==> config.mk <==
export PLATFORM = sky130hd
export DESIGN_NAME = ram_writer_top
export DESIGN_NICKNAME = d
export VERILOG_FILES = /design/src/common/axi_bus_pkg.sv /design/src/common/capture_ctl_pkg.sv /design/src/ram_writer/burst_writer.sv /design/src/ram_writer/stream_fifo.sv /design/src/verilog/cfg_port.sv /design/src/verilog/ram_writer_top.sv
export VERILOG_INCLUDE_DIRS = /design/src /design/src/common
export SDC_FILE = /design/constraint.sdc
export NUM_CORES = 2
export LEC_CHECK = 0
export ABC_AREA = 0
export ABC_CLOCK_PERIOD_IN_PS = 14830
export BUFFER_PORTS_ARGS = -buffer_cell sky130_fd_sc_hd__buf_2
export CAP_MARGIN = 10
export CORE_ASPECT_RATIO = 0.5
export CORE_MARGIN = 2
export CORE_UTILIZATION = 55
export DETAILED_ROUTE_END_ITERATION = 12
export GPL_ROUTABILITY_DRIVEN = 0
export GPL_TIMING_DRIVEN = 0
export PLACE_DENSITY = 0.71
export SKIP_CTS_REPAIR_TIMING = 1
export SLEW_MARGIN = 15
export SYNTH_ARGS = -nofsm -noshare
export SYNTH_HDL_FRONTEND = slang
export SYNTH_HIERARCHICAL = 1
export SYNTH_SLANG_ARGS = --single-unit
==> constraint.sdc <==
create_clock -name aclk -period 14.83 [get_ports aclk]
set_clock_uncertainty 0.05 [all_clocks]
set_input_delay 1.483 -clock aclk [delete_from_list [all_inputs] [get_ports aclk]]
set_output_delay 1.483 -clock aclk [all_outputs]
set_load 0.01 [all_outputs]
==> src/common/ram_writer_settings.svh <==
`ifndef RAM_WRITER_SETTINGS_SVH
`define RAM_WRITER_SETTINGS_SVH

// Stream word and AXI data beat width
`define RW_DATA_W 64

// Capture buffer size in words
`define RW_FIFO_DEPTH 64

// Beats per AXI3 burst
`define RW_BURST_LEN 16

`define RW_ID_W 6         // Wraps every 64 bursts
`define RW_WORD_ADDR_W 20 // Index of 64-bit words
`define RW_AXI_ADDR_W 32  // Byte address on the bus

`endif

==> src/common/axi_bus_pkg.sv <==
`default_nettype none
`include "ram_writer_settings.svh"

package axi_bus_pkg;

  typedef logic [`RW_AXI_ADDR_W-1:0]  axi_addr_t;  // Byte address
  typedef logic [`RW_WORD_ADDR_W-1:0] word_addr_t; // Word index
  typedef logic [`RW_ID_W-1:0]        axi_id_t;
  typedef logic [`RW_DATA_W-1:0]      axi_data_t;

  // Write address channel
  typedef struct packed {
    axi_id_t   id;
    axi_addr_t addr;
    logic [3:0] len;   // Beats minus one
    logic [2:0] size;  // Log2 of bytes per beat
    logic [1:0] burst;
    logic [3:0] cache;
  } aw_chan_t;

  // AXI3 write data channel still carries the ID
  typedef struct packed {
    axi_id_t   id;
    axi_data_t data;
    logic [`RW_DATA_W/8-1:0] strb;
    logic      last;
  } w_chan_t;

endpackage

`default_nettype wire

==> src/common/capture_ctl_pkg.sv <==
`default_nettype none
`include "ram_writer_settings.svh"

package capture_ctl_pkg;

  typedef logic [`RW_AXI_ADDR_W-1:0] host_data_t;

  typedef enum logic {op_set_base, op_read_count} host_op_e;

  typedef struct packed {
    host_op_e   op;
    host_data_t wdata; // New base address
  } host_cmd_t;

  typedef struct packed {
    host_data_t rdata;
  } host_rsp_t;

  typedef enum logic [1:0] {st_idle, st_burst, st_drain} burst_state_e;

  typedef enum logic [1:0] {ps_wait_req, ps_ack, ps_wait_drop} port_state_e;

endpackage

`default_nettype wire

==> src/ram_writer/burst_writer.sv <==
`timescale 1ns/1ns
`default_nettype none
`include "ram_writer_settings.svh"

module burst_writer
(
  input  wire                          aclk,
  input  wire                          aresetn,
  input  wire  axi_bus_pkg::axi_addr_t base_addr,
  input  wire  axi_bus_pkg::axi_data_t fifo_data,
  input  wire                          burst_avail,
  output logic                         fifo_pop,
  output axi_bus_pkg::aw_chan_t        aw,
  output logic                         awvalid,
  input  wire                          awready,
  output axi_bus_pkg::w_chan_t         w,
  output logic                         wvalid,
  input  wire                          wready,
  input  wire                          bvalid,
  output logic                         bready,
  output axi_bus_pkg::word_addr_t      word_count
);
  localparam int BEAT_W     = $clog2(`RW_BURST_LEN);
  localparam int BYTE_SHIFT = $clog2(`RW_DATA_W / 8);

  capture_ctl_pkg::burst_state_e state;
  axi_bus_pkg::word_addr_t       word_addr;
  axi_bus_pkg::word_addr_t       next_word;
  axi_bus_pkg::axi_id_t          wid;
  axi_bus_pkg::axi_id_t          aw_id;
  axi_bus_pkg::axi_addr_t        aw_addr;
  axi_bus_pkg::axi_addr_t        start_addr;
  axi_bus_pkg::axi_addr_t        next_addr;
  logic [`RW_ID_W:0]             pending;
  logic                          aw_hs;
  logic                          w_hs;
  logic                          w_last;

  assign aw_hs      = awvalid & awready;
  assign w_hs       = wvalid & wready;
  assign w_last     = &word_addr[BEAT_W-1:0]; // Word index closes a burst
  assign next_word  = word_addr + 1'b1;
  assign start_addr = base_addr + (axi_bus_pkg::axi_addr_t'(word_addr) << BYTE_SHIFT);
  assign next_addr  = base_addr + (axi_bus_pkg::axi_addr_t'(next_word) << BYTE_SHIFT);

  assign fifo_pop   = w_hs;
  assign bready     = |pending;
  assign word_count = word_addr;

  assign aw = axi_bus_pkg::aw_chan_t'{id: aw_id, addr: aw_addr,
                                      len: 4'(`RW_BURST_LEN - 1), size: 3'(BYTE_SHIFT),
                                      burst: 2'b01, cache: 4'b1111}; // INCR, cacheable
  assign w  = axi_bus_pkg::w_chan_t'{id: wid, data: fifo_data, strb: '1, last: w_last};

  always_ff @(posedge aclk)
  begin
    if (~aresetn)
    begin
      state     <= capture_ctl_pkg::st_idle;
      awvalid   <= 1'b0;
      wvalid    <= 1'b0;
      word_addr <= '0;
      wid       <= '0;
      pending   <= '0;
    end
    else
    begin
      if (w_hs)
      begin
        word_addr <= next_word;
        if (w_last)
        begin
          wid <= wid + 1'b1;
        end
      end
      case ({aw_hs, bvalid & bready})
        2'b10:   pending <= pending + 1'b1;
        2'b01:   pending <= pending - 1'b1;
        default: pending <= pending;
      endcase
      unique case (state)
        capture_ctl_pkg::st_idle:
        begin
          if (burst_avail)
          begin
            awvalid <= 1'b1;
            wvalid  <= 1'b1;
            aw_addr <= start_addr;
            aw_id   <= wid;
            state   <= capture_ctl_pkg::st_burst;
          end
        end
        capture_ctl_pkg::st_burst:
        begin
          if (w_hs && w_last)
          begin
            if (awvalid && !awready)
            begin
              wvalid <= 1'b0; // Data ran ahead of its address
              state  <= capture_ctl_pkg::st_drain;
            end
            else if (burst_avail)
            begin
              awvalid <= 1'b1; // Next burst follows without a gap
              aw_addr <= next_addr;
              aw_id   <= wid + 1'b1;
            end
            else
            begin
              awvalid <= 1'b0;
              wvalid  <= 1'b0;
              state   <= capture_ctl_pkg::st_idle;
            end
          end
          else if (aw_hs)
          begin
            awvalid <= 1'b0;
          end
        end
        capture_ctl_pkg::st_drain:
        begin
          if (awready)
          begin
            awvalid <= 1'b0;
            state   <= capture_ctl_pkg::st_idle;
          end
        end
        default: state <= capture_ctl_pkg::st_idle;
      endcase
    end
  end

endmodule

`default_nettype wire

==> src/ram_writer/stream_fifo.sv <==
`timescale 1ns/1ns
`default_nettype none
`include "ram_writer_settings.svh"

module stream_fifo
(
  input  wire                          aclk,
  input  wire                          aresetn,
  input  wire  axi_bus_pkg::axi_data_t in_data,
  input  wire                          in_valid,
  output logic                         in_ready,
  output axi_bus_pkg::axi_data_t       out_data,
  input  wire                          fifo_pop,
  output logic                         burst_avail
);
  localparam int PTR_W = $clog2(`RW_FIFO_DEPTH);
  localparam logic [PTR_W:0] FULL_COUNT  = `RW_FIFO_DEPTH;
  localparam logic [PTR_W:0] BURST_COUNT = `RW_BURST_LEN;

  axi_bus_pkg::axi_data_t mem [`RW_FIFO_DEPTH];
  logic [PTR_W-1:0] wr_ptr;
  logic [PTR_W-1:0] rd_ptr;
  logic [PTR_W:0]   count;
  logic [PTR_W:0]   free_count;
  logic             full;
  logic             push;

  assign full        = (count == FULL_COUNT);
  assign in_ready    = ~full;
  assign push        = in_valid & in_ready;
  assign out_data    = mem[rd_ptr];                          // Head word falls through
  assign free_count  = count - {{PTR_W{1'b0}}, fifo_pop};    // Word leaving now is taken
  assign burst_avail = (free_count >= BURST_COUNT);

  always_ff @(posedge aclk)
  begin
    if (push)
    begin
      mem[wr_ptr] <= in_data;
    end
  end

  always_ff @(posedge aclk)
  begin
    if (~aresetn)
    begin
      wr_ptr <= '0;
      rd_ptr <= '0;
      count  <= '0;
    end
    else
    begin
      if (push)
      begin
        wr_ptr <= wr_ptr + 1'b1; // Wraps with the buffer
      end
      if (fifo_pop)
      begin
        rd_ptr <= rd_ptr + 1'b1;
      end
      case ({push, fifo_pop})
        2'b10:   count <= count + 1'b1;
        2'b01:   count <= count - 1'b1;
        default: count <= count;
      endcase
    end
  end

endmodule

`default_nettype wire

==> src/verilog/cfg_port.sv <==
`timescale 1ns/1ns
`default_nettype none

module cfg_port
(
  input  wire                              aclk,
  input  wire                              aresetn,
  input  wire                              host_req,
  input  wire  capture_ctl_pkg::host_cmd_t host_cmd,
  output logic                             host_ack,
  output capture_ctl_pkg::host_rsp_t       host_rsp,
  input  wire  axi_bus_pkg::word_addr_t    word_count,
  output axi_bus_pkg::axi_addr_t           base_addr
);
  capture_ctl_pkg::port_state_e state;

  assign host_ack = (state != capture_ctl_pkg::ps_wait_req); // Held until req drops

  always_ff @(posedge aclk)
  begin
    if (~aresetn)
    begin
      state     <= capture_ctl_pkg::ps_wait_req;
      base_addr <= '0;
    end
    else
    begin
      unique case (state)
        capture_ctl_pkg::ps_wait_req:
        begin
          if (host_req)
          begin
            if (host_cmd.op == capture_ctl_pkg::op_set_base)
            begin
              base_addr <= axi_bus_pkg::axi_addr_t'(host_cmd.wdata);
            end
            host_rsp.rdata <= capture_ctl_pkg::host_data_t'(word_count); // Zero-extended
            state          <= capture_ctl_pkg::ps_ack;
          end
        end
        capture_ctl_pkg::ps_ack:
          state <= host_req ? capture_ctl_pkg::ps_wait_drop : capture_ctl_pkg::ps_wait_req;
        capture_ctl_pkg::ps_wait_drop:
        begin
          if (!host_req)
          begin
            state <= capture_ctl_pkg::ps_wait_req;
          end
        end
        default: state <= capture_ctl_pkg::ps_wait_req;
      endcase
    end
  end

endmodule

`default_nettype wire

==> src/verilog/ram_writer_top.sv <==
`timescale 1ns/1ns
`default_nettype none

module ram_writer_top
(
  input  wire                              aclk,
  input  wire                              aresetn,
  input  wire  axi_bus_pkg::axi_data_t     s_tdata,
  input  wire                              s_tvalid,
  output logic                             s_tready,
  output axi_bus_pkg::aw_chan_t            aw,
  output logic                             awvalid,
  input  wire                              awready,
  output axi_bus_pkg::w_chan_t             w,
  output logic                             wvalid,
  input  wire                              wready,
  input  wire                              bvalid,
  output logic                             bready,
  input  wire                              host_req,
  input  wire  capture_ctl_pkg::host_cmd_t host_cmd,
  output logic                             host_ack,
  output capture_ctl_pkg::host_rsp_t       host_rsp
);
  axi_bus_pkg::axi_data_t  fifo_data;
  logic                    burst_avail;
  logic                    fifo_pop;
  axi_bus_pkg::axi_addr_t  base_addr;
  axi_bus_pkg::word_addr_t word_count;

  stream_fifo i_stream_fifo (
    .aclk        (aclk),
    .aresetn     (aresetn),
    .in_data     (s_tdata),
    .in_valid    (s_tvalid),
    .in_ready    (s_tready),
    .out_data    (fifo_data),
    .fifo_pop    (fifo_pop),
    .burst_avail (burst_avail)
  );

  burst_writer i_burst_writer (
    .aclk        (aclk),
    .aresetn     (aresetn),
    .base_addr   (base_addr),
    .fifo_data   (fifo_data),
    .burst_avail (burst_avail),
    .fifo_pop    (fifo_pop),
    .aw          (aw),
    .awvalid     (awvalid),
    .awready     (awready),
    .w           (w),
    .wvalid      (wvalid),
    .wready      (wready),
    .bvalid      (bvalid),
    .bready      (bready),
    .word_count  (word_count)
  );

  cfg_port i_cfg_port (
    .aclk       (aclk),
    .aresetn    (aresetn),
    .host_req   (host_req),
    .host_cmd   (host_cmd),
    .host_ack   (host_ack),
    .host_rsp   (host_rsp),
    .word_count (word_count),
    .base_addr  (base_addr)
  );

endmodule

`default_nettype wire
==> results.txt <==
Rel. slew slack = 5.06%
final setup fails = 0
DRC errors left = 0
Clk Latency, worst-skew pair = 910 ps
Post-DP HPWL = 320 mm
CP max-delay cell = nor4_1
Crit. End Element = output port
Mean Syn Cell Area = 22.2 µm²
First DRT Iteration DRCs = 16201
number of synthesis warnings = 6
number of routed nets with antenna violations = 0
drt via density = 6.96
CTS tree = built
Power Internal = 18.6 mW
ys flop type = edfxtp_1
routed length per instance = 38.6 µm
worst ir drop on vdd = 106 µV
first-pass GRT wire length = 660 mm
Worst Hold Margin = 376 ps
sequential share of power = 56.5%
PnR worst setup slack = 7330 ps
commonest non-fill, non-tap cell in the layout = edfxtp_1
Sum Neg Setup Slack = 0 ps
largest net degree at the start of global routing = 65
I/O pins = 271
Pins Over Slew Limit = 0
Largest stage delay, worst path = 1140 ps
PortBufs = 237
Power Density = 125 nW/µm²
Psw = 4.81 mW
Buf/Inv on CP = 7
CP Cell Sequence = buf_2 > nor2b_1 > buf_2 > nand2b_1 > clkbuf_2 > clkbuf_2 > buf_12 > o22ai_1 > nor4_1 > o22a_1 > buf_4 > buf_2
Clock Path Buffers = 4
# rows = 141
initial antenna violation count = 36
nets = 8398
max_cap viols = 0
Die X = 774 µm
Logic pwr share = 3.0%
GR Overflow Total = 0
Post-Place Worst Slack = 8700 ps
Final min period = 7500 ps
clk sinks = 4250
Hold Crit Class = flip-flop to flip-flop
vias in the first global route = 83467
Die Height = 389 µm
core area = 295000 µm²
Via Count = 86934
htree depth = 5
CP Data Required Time = 13300 ps
RSZ-0062 raised after global routing = false
crit share post-route = 50.6%
element type at the critical path start = flip-flop
switch share = 20.5%
Filler cells = 18963
Seq/Total Area, Yosys = 77.7%
EDFF count, synth = 4154
Mapped Area = 163000 µm²
Max Clock Freq = 133 MHz
Least-Margin Pin Slew = 1410 ps
most frequent CP cell = buf_2
Fin. Hold Viols = 0
cts bufs inserted = 360
Layout area overhead = 14.9%
family with the most delay on the worst path = buffers and inverters
cell count after synthesis = 7354
Crit Path Class = flip-flop to output port
leading cell types in the layout, fill and taps excluded = edfxtp_1, mux4_2, clkbuf_16, buf_2, o22ai_1
Lkg Pwr = 57.6 nW
critical path arrival = 5970 ps
FF+latch count, synth = 4250
die area = 301000 µm²
layout cells sized above 1 = 29.6%
Clock transition at path regs = 70 ps
asr flop ratio synth = 0%
Clock power frac = 40.4%
clock root cell = clkbuf_16
CP Max Fanout = 10
Yosys cell types = 82
GRT Util Overall = 31.8%
WL final = 483 mm
status = finished clean
First-pass DRT Iterations = 9
Initial Utilization = 55.2%
==> synth_stat cells (all sizes together), types with 4 or more instances <==
master / number / share of area, %
o22a: 54 / 0.29
nor2: 164 / 0.38
and2: 42 / 0.16
nor4: 57 / 0.22
mux4: 1017 / 14
or2: 5 / 0.019
ha: 37 / 0.28
o221ai: 124 / 0.67
a21oi: 98 / 0.31
a211oi: 10 / 0.046
or3: 11 / 0.042
a22oi: 31 / 0.14
mux2i: 117 / 0.72
xor2: 31 / 0.17
nor2b: 34 / 0.13
o21bai: 6 / 0.028
nand3: 41 / 0.13
and3: 12 / 0.046
o21ai: 47 / 0.14
a21o: 7 / 0.032
and4: 5 / 0.028
a31oi: 7 / 0.027
nand2b: 24 / 0.092
mux2: 7 / 0.048
a2111oi: 10 / 0.088
o22ai: 275 / 1.1
nand4: 12 / 0.046
a311oi: 4 / 0.022
nor3: 14 / 0.053
o21a: 6 / 0.028
dfxtp: 96 / 1.2
nand3b: 7 / 0.037
buf: 356 / 1.4
a21boi: 14 / 0.065
edfxtp: 4154 / 77
inv: 19 / 0.044
nand2: 164 / 0.40
xnor2: 53 / 0.28
clkbuf: 147 / 0.34
==> worst reg2reg max path, delay by kind of cell, from the launching register on <==
family          cells  cell delay [ps]
simple gates        4             1980
buf+inv             5             1330
compound gates      1              390
flops               1              310
==> metrics by stage <==
step	utilization, %	instance area [µm²]	cells	power, mW
finish	63.4	187000	12493	23.4
global route	63.4	187000	12475	23.9
CTS	63.4	187000	12458	23.4
detailed placement	59.5	176000	11822	14.2
global placement	57.3	169000	11553	14.2
floorplan	-	163000	7384	13.8
==> sequential cells by signal (all words and copies together), names as in the netlist, named ones only <==
name	cells
i_stream_fifo/rd_ptr	6
i_burst_writer/wid	6
i_stream_fifo/count	7
i_stream_fifo/mem	4096
i_burst_writer/awvalid	1
i_cfg_port/base_addr	32
i_burst_writer/aw_addr	32
i_burst_writer/word_count	20
i_burst_writer/aw_id	6
i_burst_writer/wvalid	1
i_burst_writer/pending	7
i_cfg_port/state	2
i_burst_writer/state	2
i_cfg_port/host_rsp	20
i_stream_fifo/wr_ptr	6
==> power groups by stage <==
stage / Sequential [mW] / Combinational [mW] / Clock (mW)
3_3_place_gp: 13.5 / 0.656 / 0
3_5_place_dp: 13.5 / 0.698 / 0
6_report: 13.2 / 0.712 / 9.47
2_1_floorplan: 13.5 / 0.323 / 0
5_1_grt: 13.2 / 0.743 / 9.94
4_1_cts: 13.2 / 0.700 / 9.51
==> area by class of cell <==
cell class	instances	area, µm²	share of cell area [%]
buffer	503	2830	1.51
inverter	19	71.3	0.0381
tap	3932	4920	2.63
clock inverter	210	1980	1.06
clock buffer	426	9430	5.04
sequential	4250	127000	67.7
antenna	32	80.1	0.0428
multi-input combinational	2612	34100	18.2
timing repair buffer	509	7070	3.78
==> cell families after synthesis <==
kind of cell | count (synthesis) | share of synthesized area [%]
adder cells (fa/ha/maj) | 39 | 0.309
other | 3 | 0.00691
buffers and inverters | 522 | 1.76
flip-flops | 4250 | 77.7
XOR/XNOR | 84 | 0.452
multiplexers | 1141 | 14.8
AND/OR/NAND/NOR | 603 | 1.86
AO/OA/AOI/OAI | 712 | 3.05
==> path summary, 6_finish.rpt <==
path | from | to | slack [ps] | depth (start not counted)
hold / removal | i_cfg_port/base_addr[2]$_SDFFE_PN0P_ | i_burst_writer/aw_addr[2]$_DFFE_PP_ | 380 | 0
setup reg to reg | i_stream_fifo/count[1]$_SDFFE_PN0P_ | i_stream_fifo/mem[48][40]$_DFFE_PP_ | 10440 | 10
hold reg to reg | i_cfg_port/base_addr[2]$_SDFFE_PN0P_ | i_burst_writer/aw_addr[2]$_DFFE_PP_ | 380 | 0
setup / recovery | flip-flop | w[13] | 7330 | 12
==> routing by layer <==
| metal | global-route usage [%] | vias to the layer above | part of all wire (%) |
|---|---|---|---|
| met5 | 0 | - | 0.047 |
| met4 | 14.8 | 18 | 5.8 |
| met3 | 11.9 | 1298 | 16 |
| met2 | 44.7 | 7730 | 42 |
| met1 | 44.7 | 44949 | 35 |
| li1 | - | 32939 | - |
No activity file was read; power rests on OpenSTA's default activity.
